--- src/mips_pkg.sv ---
// mips pipeline package with word types, the instruction views, and the stage register layouts.
package mips_pkg;

	typedef logic [31:0] word_t;
	typedef logic [4:0] reg_addr_t;

	// opcodes of the supported subset.
	localparam logic [5:0] OP_RTYPE = 6'h00;
	localparam logic [5:0] OP_ADDI  = 6'h08;
	localparam logic [5:0] OP_LW    = 6'h23;
	localparam logic [5:0] OP_SW    = 6'h2b;
	localparam logic [5:0] OP_BEQ   = 6'h04;

	localparam logic [5:0] FN_ADD = 6'h20; // r-type function codes.
	localparam logic [5:0] FN_SUB = 6'h22;
	localparam logic [5:0] FN_AND = 6'h24;
	localparam logic [5:0] FN_OR  = 6'h25;
	localparam logic [5:0] FN_SLT = 6'h2a;

	typedef struct packed {
		logic [5:0] opcode;
		reg_addr_t rs;
		reg_addr_t rt;
		reg_addr_t rd;
		logic [4:0] shamt;
		logic [5:0] funct;
	} r_fields_t;

	typedef struct packed {
		logic [5:0] opcode;
		reg_addr_t rs;
		reg_addr_t rt;
		logic [15:0] imm;
	} i_fields_t;

	// the same instruction word, seen as r-type or i-type.
	typedef union packed {
		r_fields_t r;
		i_fields_t i;
	} instr_u;

	typedef enum logic [2:0] {
		ALU_ADD,
		ALU_SUB,
		ALU_AND,
		ALU_OR,
		ALU_SLT
	} alu_op_e;

	typedef struct packed {
		logic regdst; // write rd instead of rt.
		logic alusrc; // second operand is the immediate.
		alu_op_e aluop;
	} ex_ctrl_t;

	typedef struct packed {
		logic branch;
		logic memread;
		logic memwrite;
	} mem_ctrl_t;

	typedef struct packed {
		logic regwrite;
		logic memtoreg; // write back the loaded word.
	} wb_ctrl_t;

	typedef struct packed {
		word_t next_pc;
		word_t instruction;
	} if_id_t;

	typedef struct packed {
		ex_ctrl_t ex_ctrl;
		mem_ctrl_t mem_ctrl;
		wb_ctrl_t wb_ctrl;
		word_t next_pc;
		word_t rs_data;
		word_t rt_data;
		word_t imm;
		reg_addr_t rt;
		reg_addr_t rd;
	} id_ex_t;

	typedef struct packed {
		mem_ctrl_t mem_ctrl;
		wb_ctrl_t wb_ctrl;
		word_t branch_target;
		logic zero;
		word_t alu_result;
		word_t rt_data;
		reg_addr_t dest;
	} ex_mem_t;

	typedef struct packed {
		wb_ctrl_t wb_ctrl;
		word_t mem_data;
		word_t alu_result;
		reg_addr_t dest;
	} mem_wb_t;

endpackage

--- src/fetch.sv ---
// instruction fetch stage holding the program counter and the IF/ID register.
`timescale 1ns/1ps

module fetch import mips_pkg::*; #(
	parameter word_t RESET_PC = '0
) (
	input logic i_clk,
	input logic i_reset,
	input word_t i_branch_target,
	input logic i_pc_src,
	input word_t i_instruction,

	output word_t o_pc,
	output if_id_t o_if_id
);

	word_t pc_plus4;

	assign pc_plus4 = o_pc + 32'd4;

	// a resolved branch overrides the sequential address.
	always_ff @(posedge i_clk) begin
		if (i_reset) begin
			o_pc <= RESET_PC;
		end else if (i_pc_src) begin
			o_pc <= i_branch_target;
		end else begin
			o_pc <= pc_plus4;
		end
	end

	always_ff @(posedge i_clk) begin
		o_if_id.next_pc <= pc_plus4;
		if (i_reset) begin
			o_if_id.instruction <= '0; // an all-zero word decodes as a nop.
		end else begin
			o_if_id.instruction <= i_instruction;
		end
	end

	// branch targets come from execute, so this also covers the target adder.
	a_pc_aligned: assert property (@(posedge i_clk) disable iff (i_reset)
		o_pc[1:0] == 2'b00);

endmodule

--- src/decode.sv ---
// instruction decode stage with control generation, the register file and the ID/EX register.
`timescale 1ns/1ps

module decode import mips_pkg::*; (
	input logic i_clk,
	input logic i_reset,
	input if_id_t i_if_id,
	input logic i_wb_regwrite,
	input reg_addr_t i_wb_reg,
	input word_t i_wb_data,

	output id_ex_t o_id_ex
);

	instr_u instr;
	ex_ctrl_t ex_ctrl;
	mem_ctrl_t mem_ctrl;
	wb_ctrl_t wb_ctrl;
	word_t regs [32];
	word_t rs_data;
	word_t rt_data;
	word_t imm_ext;

	assign instr = i_if_id.instruction;
	assign imm_ext = {{16{instr.i.imm[15]}}, instr.i.imm};

	always_comb begin
		ex_ctrl = '0;
		mem_ctrl = '0;
		wb_ctrl = '0;
		case (instr.r.opcode)
			OP_RTYPE: begin
				ex_ctrl.regdst = 1'b1;
				wb_ctrl.regwrite = 1'b1;
				case (instr.r.funct)
					FN_ADD: ex_ctrl.aluop = ALU_ADD;
					FN_SUB: ex_ctrl.aluop = ALU_SUB;
					FN_AND: ex_ctrl.aluop = ALU_AND;
					FN_OR: ex_ctrl.aluop = ALU_OR;
					FN_SLT: ex_ctrl.aluop = ALU_SLT;
					default: wb_ctrl.regwrite = 1'b0; // unknown funct falls through as a nop.
				endcase
			end
			OP_ADDI: begin
				ex_ctrl.alusrc = 1'b1;
				wb_ctrl.regwrite = 1'b1;
			end
			OP_LW: begin
				ex_ctrl.alusrc = 1'b1;
				mem_ctrl.memread = 1'b1;
				wb_ctrl.regwrite = 1'b1;
				wb_ctrl.memtoreg = 1'b1;
			end
			OP_SW: begin
				ex_ctrl.alusrc = 1'b1;
				mem_ctrl.memwrite = 1'b1;
			end
			OP_BEQ: begin
				ex_ctrl.aluop = ALU_SUB; // equal operands give a zero difference.
				mem_ctrl.branch = 1'b1;
			end
			default: ;
		endcase
	end

	// register zero is never written, so it keeps its reset value.
	always_ff @(posedge i_clk) begin
		if (i_reset) begin
			for (int i = 0; i < 32; i++) begin
				regs[i] <= '0;
			end
		end else if (i_wb_regwrite && i_wb_reg != '0) begin
			regs[i_wb_reg] <= i_wb_data;
		end
	end

	// A write in this cycle is passed straight to the readers.
	always_comb begin
		rs_data = regs[instr.r.rs];
		rt_data = regs[instr.r.rt];
		if (i_wb_regwrite && i_wb_reg != '0 && i_wb_reg == instr.r.rs) begin
			rs_data = i_wb_data;
		end
		if (i_wb_regwrite && i_wb_reg != '0 && i_wb_reg == instr.r.rt) begin
			rt_data = i_wb_data;
		end
	end

	always_ff @(posedge i_clk) begin
		o_id_ex.next_pc <= i_if_id.next_pc;
		o_id_ex.rs_data <= rs_data;
		o_id_ex.rt_data <= rt_data;
		o_id_ex.imm <= imm_ext;
		o_id_ex.rt <= instr.r.rt;
		o_id_ex.rd <= instr.r.rd;
		if (i_reset) begin
			o_id_ex.ex_ctrl <= '0;
			o_id_ex.mem_ctrl <= '0;
			o_id_ex.wb_ctrl <= '0;
		end else begin
			o_id_ex.ex_ctrl <= ex_ctrl;
			o_id_ex.mem_ctrl <= mem_ctrl;
			o_id_ex.wb_ctrl <= wb_ctrl;
		end
	end

	// holds even while write-back targets register zero in the same cycle.
	a_zero_reads_zero: assert property (@(posedge i_clk) disable iff (i_reset)
		(instr.r.rs == '0) |=> (o_id_ex.rs_data == '0));

endmodule

--- src/execute.sv ---
// execute stage with the ALU, the branch target adder and the EX/MEM register.
`timescale 1ns/1ps

module execute import mips_pkg::*; (
	input logic i_clk,
	input logic i_reset,
	input id_ex_t i_id_ex,

	output ex_mem_t o_ex_mem
);

	word_t operand_a;
	word_t operand_b;
	word_t alu_result;
	word_t branch_target;
	reg_addr_t dest;

	assign operand_a = i_id_ex.rs_data;
	assign operand_b = i_id_ex.ex_ctrl.alusrc ? i_id_ex.imm : i_id_ex.rt_data;

	always_comb begin
		case (i_id_ex.ex_ctrl.aluop)
			ALU_ADD: alu_result = operand_a + operand_b;
			ALU_SUB: alu_result = operand_a - operand_b;
			ALU_AND: alu_result = operand_a & operand_b;
			ALU_OR: alu_result = operand_a | operand_b;
			ALU_SLT: begin
				// signed compare.
				alu_result = {31'b0, $signed(operand_a) < $signed(operand_b)};
			end
			default: alu_result = '0;
		endcase
	end

	// the offset counts words relative to the instruction after the branch.
	assign branch_target = i_id_ex.next_pc + {i_id_ex.imm[29:0], 2'b00};

	assign dest = i_id_ex.ex_ctrl.regdst ? i_id_ex.rd : i_id_ex.rt;

	always_ff @(posedge i_clk) begin
		o_ex_mem.branch_target <= branch_target;
		o_ex_mem.zero <= (alu_result == '0);
		o_ex_mem.alu_result <= alu_result; // also the data address of lw and sw.
		o_ex_mem.rt_data <= i_id_ex.rt_data;
		o_ex_mem.dest <= dest;
		if (i_reset) begin
			o_ex_mem.mem_ctrl <= '0;
			o_ex_mem.wb_ctrl <= '0;
		end else begin
			o_ex_mem.mem_ctrl <= i_id_ex.mem_ctrl;
			o_ex_mem.wb_ctrl <= i_id_ex.wb_ctrl;
		end
	end

endmodule

--- src/mem.sv ---
// memory stage with branch resolution, data memory access and write-back selection.
`timescale 1ns/1ps

module mem import mips_pkg::*; (
	input logic i_clk,
	input logic i_reset,
	input ex_mem_t i_ex_mem,
	input word_t i_read_data,

	output word_t o_data_address,
	output word_t o_write_data,
	output logic o_mem_write,
	output logic o_mem_read,
	output logic o_pc_src,
	output word_t o_branch_target,
	output logic o_wb_regwrite,
	output reg_addr_t o_wb_reg,
	output word_t o_wb_data
);

	mem_wb_t mem_wb;

	assign o_data_address = i_ex_mem.alu_result;
	assign o_write_data = i_ex_mem.rt_data;
	assign o_mem_write = i_ex_mem.mem_ctrl.memwrite;
	assign o_mem_read = i_ex_mem.mem_ctrl.memread;

	// fetch takes the target at the end of this cycle.
	assign o_pc_src = i_ex_mem.mem_ctrl.branch & i_ex_mem.zero;
	assign o_branch_target = i_ex_mem.branch_target;

	// load data arrives combinationally and is captured here.
	always_ff @(posedge i_clk) begin
		mem_wb.mem_data <= i_read_data;
		mem_wb.alu_result <= i_ex_mem.alu_result;
		mem_wb.dest <= i_ex_mem.dest;
		if (i_reset) begin
			mem_wb.wb_ctrl <= '0;
		end else begin
			mem_wb.wb_ctrl <= i_ex_mem.wb_ctrl;
		end
	end

	assign o_wb_regwrite = mem_wb.wb_ctrl.regwrite;
	assign o_wb_reg = mem_wb.dest;
	assign o_wb_data = mem_wb.wb_ctrl.memtoreg ? mem_wb.mem_data : mem_wb.alu_result;

	// decode never sets both strobes for one opcode.
	a_no_read_write: assert property (@(posedge i_clk) disable iff (i_reset)
		!(o_mem_read && o_mem_write));

endmodule

--- src/core.sv ---
// five-stage MIPS pipeline core connecting fetch, decode, execute and memory stages.
`timescale 1ns/1ps

module core import mips_pkg::*; #(
	parameter word_t RESET_PC = '0
) (
	input logic i_clk,
	input logic i_reset,
	input word_t i_read_instruction,
	input word_t i_read_data,

	output word_t o_instruction_address,
	output word_t o_data_address,
	output word_t o_write_data,
	output logic o_mem_write,
	output logic o_mem_read
);

	if_id_t if_id;
	id_ex_t id_ex;
	ex_mem_t ex_mem;
	logic pc_src;
	word_t branch_target;
	logic wb_regwrite; // write-back port into the register file.
	reg_addr_t wb_reg;
	word_t wb_data;

	fetch #(
		.RESET_PC(RESET_PC)
	) u_fetch (
		.i_clk(i_clk),
		.i_reset(i_reset),
		.i_branch_target(branch_target),
		.i_pc_src(pc_src),
		.i_instruction(i_read_instruction),
		.o_pc(o_instruction_address),
		.o_if_id(if_id)
	);

	decode u_decode (
		.i_clk(i_clk),
		.i_reset(i_reset),
		.i_if_id(if_id),
		.i_wb_regwrite(wb_regwrite),
		.i_wb_reg(wb_reg),
		.i_wb_data(wb_data),
		.o_id_ex(id_ex)
	);

	execute u_execute (
		.i_clk(i_clk),
		.i_reset(i_reset),
		.i_id_ex(id_ex),
		.o_ex_mem(ex_mem)
	);

	mem u_mem (
		.i_clk(i_clk),
		.i_reset(i_reset),
		.i_ex_mem(ex_mem),
		.i_read_data(i_read_data),
		.o_data_address(o_data_address),
		.o_write_data(o_write_data),
		.o_mem_write(o_mem_write),
		.o_mem_read(o_mem_read),
		.o_pc_src(pc_src),
		.o_branch_target(branch_target),
		.o_wb_regwrite(wb_regwrite),
		.o_wb_reg(wb_reg),
		.o_wb_data(wb_data)
	);

endmodule

--- config.mk ---
export PLATFORM = sky130hd
export DESIGN_NAME = core
export DESIGN_NICKNAME = d
export VERILOG_FILES = /design/src/mips_pkg.sv /design/src/fetch.sv /design/src/decode.sv /design/src/execute.sv /design/src/mem.sv /design/src/core.sv
export SDC_FILE = /design/constraint.sdc
export NUM_CORES = 2
export LEC_CHECK = 0
export BUFFER_PORTS_ARGS = -buffer_cell sky130_fd_sc_hd__buf_2
export CAP_MARGIN = 20
export CELL_PAD_IN_SITES_DETAIL_PLACEMENT = 1
export CELL_PAD_IN_SITES_GLOBAL_PLACEMENT = 1
export CORE_MARGIN = 2
export CORE_UTILIZATION = 40
export CTS_CLUSTER_SIZE = 28
export DETAILED_ROUTE_END_ITERATION = 7
export PLACE_DENSITY_LB_ADDON = 0.1
export SYNTH_ARGS = -nofsm -noshare
export SYNTH_HDL_FRONTEND = slang
export SYNTH_SLANG_ARGS = --single-unit
export TNS_END_PERCENT = 5
--- constraint.sdc ---
create_clock -name i_clk -period 13.99 [get_ports i_clk]
set_input_delay 1.399 -clock i_clk [delete_from_list [all_inputs] [get_ports i_clk]]
set_output_delay 1.399 -clock i_clk [all_outputs]
set_load 0.005 [all_outputs]
# After elaboration in Yosys (flattened, before gate mapping)
# Memories as Yosys holds them, arrays and structs flattened. A register that Yosys moved wholly into a read port is not among the register bits.
# Cells that the tools add are included.
[totals]
memories = 1
reg_bits = 404
inputBits = 66
ramBits = 1024
output_inout_bits = 98
[op_classes]
n_eq_ne = 15
n_mux = 26
n_reduce_logical = 11
bitwise = 3
add_sub_neg = 4
order_cmp = 1
[mem_list]
columns = ["memory", "depth", "width", "rd", "rd_ports_with_merged_regs", "write_ports", "line", "rtl"]
rows = [
  ["u_decode.regs", 32, 32, 2, 2, 32, "decode.sv:19", "word_t regs [32];"],
]
[op_table]
columns = ["cell", "count"]
rows = [
  ["32-bit 2-to-1 mux", 6],
  ["32-bit case mux with 5 select lines", 1],
  ["32-bit adder", 2],
  ["6-bit equality test, second input constant", 7],
  ["32-bit by 3-bit adder with 32-bit output, second input constant", 1],
  ["32-bit bitwise AND", 1],
  ["32-bit zero test", 1],
  ["32-bit less-than comparator", 1],
  ["32-bit bitwise OR", 1],
  ["32-bit OR reduction", 1],
  ["32-bit subtractor", 1],
  ["5-bit 2-to-1 mux", 4],
  ["1-bit 2-to-1 mux", 12],
  ["3-bit case mux with 4 select lines", 1],
  ["5-bit equality test", 2],
  ["3-bit by 2-bit equality test with 1-bit output, second input constant", 2],
  ["6-bit by 3-bit equality test with 1-bit output, second input constant", 1],
  ["6-bit by 4-bit equality test with 1-bit output, second input constant", 1],
  ["6-bit zero test", 1],
  ["3-bit case mux with 2 select lines", 1],
  ["5-bit nonzero test", 1],
  ["5-bit OR reduction", 1],
  ["3-bit by 1-bit equality test with 1-bit output, second input constant", 1],
  ["3-bit equality test, second input constant", 1],
  ["6 further kinds", 8],
]

# Longest topological paths before layout
[logic_depth]
ltp_word = 7
ltp_mapped = 18

# Cells and area by module
# From an unflattened synthesis, not the netlist that was laid out.
[unflattened]
cells_unflattened = 5377
area_unflattened_um2 = 72006.6
[by_module_without_submodules]
columns = ["module", "area_per_inst_um2", "instances", "cells_each", "seq_area_each_um2"]
rows = [
  ["decode", 56594.3, 1, 3657, 33271.9],
  ["execute", 9225.1, 1, 1166, 2142.1],
  ["fetch", 3429.5, 1, 341, 1921.8],
  ["mem", 2757.6, 1, 213, 1421.4],
]

# Least setup slack after synthesis
# No wires, ideal clock.
[synth_path]
kind = "register to register"
from = "register u_decode.o_id_ex[146] in the netlist's numbering"
to = "register u_execute.o_ex_mem[69] in the netlist's numbering"
arrival_ns = 4.369
period_less_slack_ns = 4.456
stages_incl_launch_ff = 16
setup_slack_ns = 9.534
setup_ns = 0.088
path_cell_list = "dfxtp_1 > clkbuf_1 > clkbuf_1 > mux2i_1 > ha_1 > buf_6 > or3_4 > a2111o_1 > a31oi_2 > nor3_1 > or3b_4 > or4_4 > nor4b_2 > o2111a_1 > nand4_1 > nor4_2"
[synth_via]
elab_chain_len = 4
elab_cells_between_ends = 8
[synth_rtl]
columns = ["item", "line", "rtl"]
rows = [
  ["start, declared", "decode.sv:12", "output id_ex_t o_id_ex"],
  ["32-bit 2-to-1 mux (*)", "execute.sv:19", "assign operand_b = i_id_ex.ex_ctrl.alusrc ? i_id_ex.imm : i_id_ex.rt_data;"],
  ["32-bit subtractor (tied with other cells)", "execute.sv:24", "ALU_SUB: alu_result = operand_a - operand_b;"],
  ["32-bit case mux with 5 select lines (*)", "execute.sv:22", "case (i_id_ex.ex_ctrl.aluop)"],
  ["net u_execute.alu_result[11]", "execute.sv:14", "word_t alu_result;"],
  ["32-bit zero test (*)", "execute.sv:42", "o_ex_mem.zero <= (alu_result == '0);"],
  ["end, declared", "execute.sv:9", "output ex_mem_t o_ex_mem"],
]
# Mark *: on every way through the listed nets, which the timed path passes. The rest lies on a longest branch.
# A chain may end at the register's enable or synchronous reset.

# Worst setup path in the final report
# Ends and elaborated chain as after synthesis.

==> impl_metrics.py <==
metrics = {
    "run_status": {
        "status": "finished clean",
    },
    "die": {
        "start_util_pct": 40.3,
        "rows": 152,
        "die_w_um": 420,
        "coreArea_mm2": 0.172,
        "pin_count": 164,
        "die_area_mm2": 0.176,
        "fp.dieH_um": 420,
    },
    "cells_and_area": {
        "drive_gt1_share_pct": 25.3,
        "area_growth_pct": 12.5,
        "largest_reg_flops": 1024,
        "ff_latch_area_mm2": 0.0388,
        "fin_nets": 5288,
        "largest-register": "u_decode.regs",
        "layout_common_cells": "1152 x nor2_1, 1024 x edfxtp_1, 641 x mux4_2",
        "biggestRegsByFlops": "u_decode.regs (1024), u_decode.o_id_ex (126), u_execute.o_ex_mem (106)",
        "final_cells": 7525,
        "multiInputGateArea_mm2": 0.0286,
        "final_common_cell": "nor2_1",
        "fillerInstances": 17200,
        "diodes": 0,
    },
    "placed_design": {
        "place_inst": 7224,
        "dp_hpwl_um": 151000,
        "gp_congestion": 0.856,
        "buffer_ports.inserted": 163,
        "post-place-ws_ps": 8930,
    },
    "detailed_routing": {
        "avgViaCountPerCell": 6.09,
        "drt_pass1_iterations": 5,
        "first_iter_violations": 5159,
        "drt-total-wl_um": 252000,
        "drtAntennaViolNets": 0,
        "dr_total_vias": 45900,
        "wl_per_cell_um": 33.5,
        "drcViolationCount": 0,
    },
    "setup_path": {
        "timing.rr.end": "u_execute.o_ex_mem[69]$_DFF_P_",
        "end_kind": "flop",
        "reg2reg_depth": 14,
        "cp_slowest_cell": "or4b_1",
        "startpoint": "u_decode.o_id_ex[146]$_SDFF_PP0_",
        "cp.required_ps": 14710,
        "r2r_start": "u_decode.o_id_ex[146]$_SDFF_PP0_",
        "reg2reg_setup_slack_ps": 8830,
        "worstSetupPathType": "reg -> reg",
        "start_kind": "flop",
        "worstPathMaxFanout": 17,
        "arrival_ps": 5890,
        "path_cells": "buf_4, clkinv_1, a21oi_1, ha_1, or4b_1, nor3_1, o2111ai_1, o211a_1, a31o_2, o41ai_2, o211ai_1, nor4_1, nand4_1, nor4_2",
        "path_buf_inv": 2,
        "cp_slowest_stage_delay_ps": 590,
        "worst_path_dominant_cell_family": "compound AO/OA/AOI/OAI gates",
    },
    "grt": {
        "gr-usage-met1_pct": 38.6,
        "grt_most_used_layer": "met2",
        "antenna_found_initial": 19,
        "first_global_vias": 47200,
        "grt.total_usage_pct": 28.7,
        "grt_pass1_wl_um": 356000,
        "overflow": 0,
        "grt_max_degree": 104,
        "use_met3_pct": 5.15,
        "met2_usage_pct": 46.9,
    },
    "synth": {
        "synthCells": 5102,
        "async_flop_share_pct": 0,
        "ys_warn_count": 0,
        "synth_area_leader_cell": "edfxtp_1",
        "ys_ff_latch": 1423,
        "synth_edf_count": 1024,
        "syn_area_mm2": 0.0692,
        "ys_seq_area_share_pct": 56.0,
        "synth.area.top_cells": "edfxtp_1 44%, mux4_2 21%, dfxtp_1 12%, nor2_1 6.2%, ha_1 2.5%",
        "avgSynthCellArea_um2": 13.6,
        "synth_top_flop_cell": "edfxtp_1",
        "yosysTopAreaCellShare_pct": 44.4,
        "post_synth_num_cell_types": 90,
    },
    "timing": {
        "setup_tns_ps": 0,
        "fin_crit_ps": 5160,
        "final_hold_viol_count": 0,
        "worst_slack_ps": 8830,
        "finClkSkew_ps": 29.0,
        "hold_slack_ps": 309,
        "fmaxAchievable_ghz": 0.194,
        "period_share_pct": 36.9,
        "grt_setup_unrepaired": "false",
        "drv_slew": 0,
        "worstMarginPinSlew_ps": 1030,
        "setup_viol": 0,
        "slew_headroom_pct": 31.6,
    },
    "clock_network": {
        "clk_pin_slew_ps": 60,
        "cts_max_level": 4,
        "hold_buffers": 0,
        "cts_buffers": 162,
        "clk_latency_ps": 820,
        "root_buffer": "clkbuf_16",
        "cts_setup_buffers": 0,
        "clock-sinks": 1423,
        "cts_resized": 0,
        "clockBufferDepth": 3,
        "cts_tree": "yes",
    },
    "worst_hold_path": {
        "worstHoldStart": "u_fetch.o_if_id[14]$_SDFF_PP0_",
        "hp-class": "reg -> reg",
        "min_to": "u_decode.o_id_ex[24]$_DFF_P_",
        "worstHoldPathCells": 0,
    },
    "power": {
        "power_density_mw_per_mm2": 147,
        "power_leakage_nw": 28.4,
        "power_mw": 11.4,
        "vdd_drop_max_uv": 109,
    },
    "run": {
        "drv_cap": 0,
    },
}
[synthesized netlist by cell type, types with 6 or more instances]
cell       count
o21bai_1      14
nand2b_1      50
and2_1         9
xor2_1        21
mux4_2       641
nor3_1        54
o31ai_1        8
nor2b_1      122
o21ai_0       58
o211ai_1      22
a21o_1        20
dfxtp_1      399
nand2_1      110
a211o_1        8
ha_1         140
buf_1         55
or2_2         10
xnor2_1       62
a21oi_1      172
or3_1          9
buf_2          9
inv_1        113
o21a_1        15
buf_4         66
nand3b_1       6
and3_1        13
o2111ai_1      6
nor4_1        16
mux2i_1       52
o22ai_1       11
nor2_1      1152
edfxtp_1    1024
nand4_1        7
a2111oi_0      6
clkbuf_1     378
nand3_1       36
a211oi_1      86
[worst reg2reg max path, stage by stage (launching register included)]
cell and delay, ps:
dfxtp_1 310, buf_4 310, clkinv_1 520, a21oi_1 410
ha_1 430, or4b_1 590, nor3_1 280, o2111ai_1 170
o211a_1 220, a31o_2 300, o41ai_2 530, o211ai_1 240
nor4_1 330, nand4_1 180, nor4_2 250
[cell type report]
type                       instances  share of cell area [%]
sequential                      1423                    49.8
multi-input combinational       3085                    36.8
clock buffer                     215                    5.79
tap                             2310                    3.71
timing repair buffer             292                    2.48
clock inverter                    85                   0.876
inverter                         115                   0.554
[through the flow]
step	util, %	instance area [um^2]
final	45.3	77900
after global routing	45.3	77900
after CTS	45.3	77800
after detailed placement	42.3	72600
after global placement	42.2	72600
after floorplan	-	69300
[how the worst max path moves through the flow]
stage	end	depth (start not counted)
6_report	u_execute.o_ex_mem[69]$_DFF_P_	14
5_1_grt	u_execute.o_ex_mem[69]$_DFF_P_	14
4_1_cts	u_execute.o_ex_mem[69]$_DFF_P_	15
3_5_place_dp	u_execute.o_ex_mem[69]$_DFF_P_	15
3_3_place_gp	u_execute.o_ex_mem[69]$_DFF_P_	15
2_1_floorplan	u_execute.o_ex_mem[69]$_DFF_P_	15
[per-layer routing]
layer	part of all wire (%)	up-vias	wire length, um
met3	7.8	443	19700
met2	48	2037	121000
li1	-	18900	-
met5	0.011	-	28
met4	3.3	4	8420
met1	41	24500	103000
[where the power goes]
| group | leakage [nW] | internal, mW | total (mW) | switching (mW) |
|---|---|---|---|---|
| Sequential | 13.9 | 4.78 | 5.05 | 0.270 |
| Combinational | 11.9 | 0.724 | 2.17 | 1.45 |
| Clock | 2.57 | 2.40 | 4.21 | 1.81 |
[logic make-up after synthesis]
kind of cell	share of synthesized area [%]
simple gates	10.1
flops	56.0
xor+xnor	1.05
buf+inv	3.78
fa+ha+maj	2.62
mux	21.7
compound gates	4.81
other cells	0.00542
No activity file was read; power rests on OpenSTA's default activity.
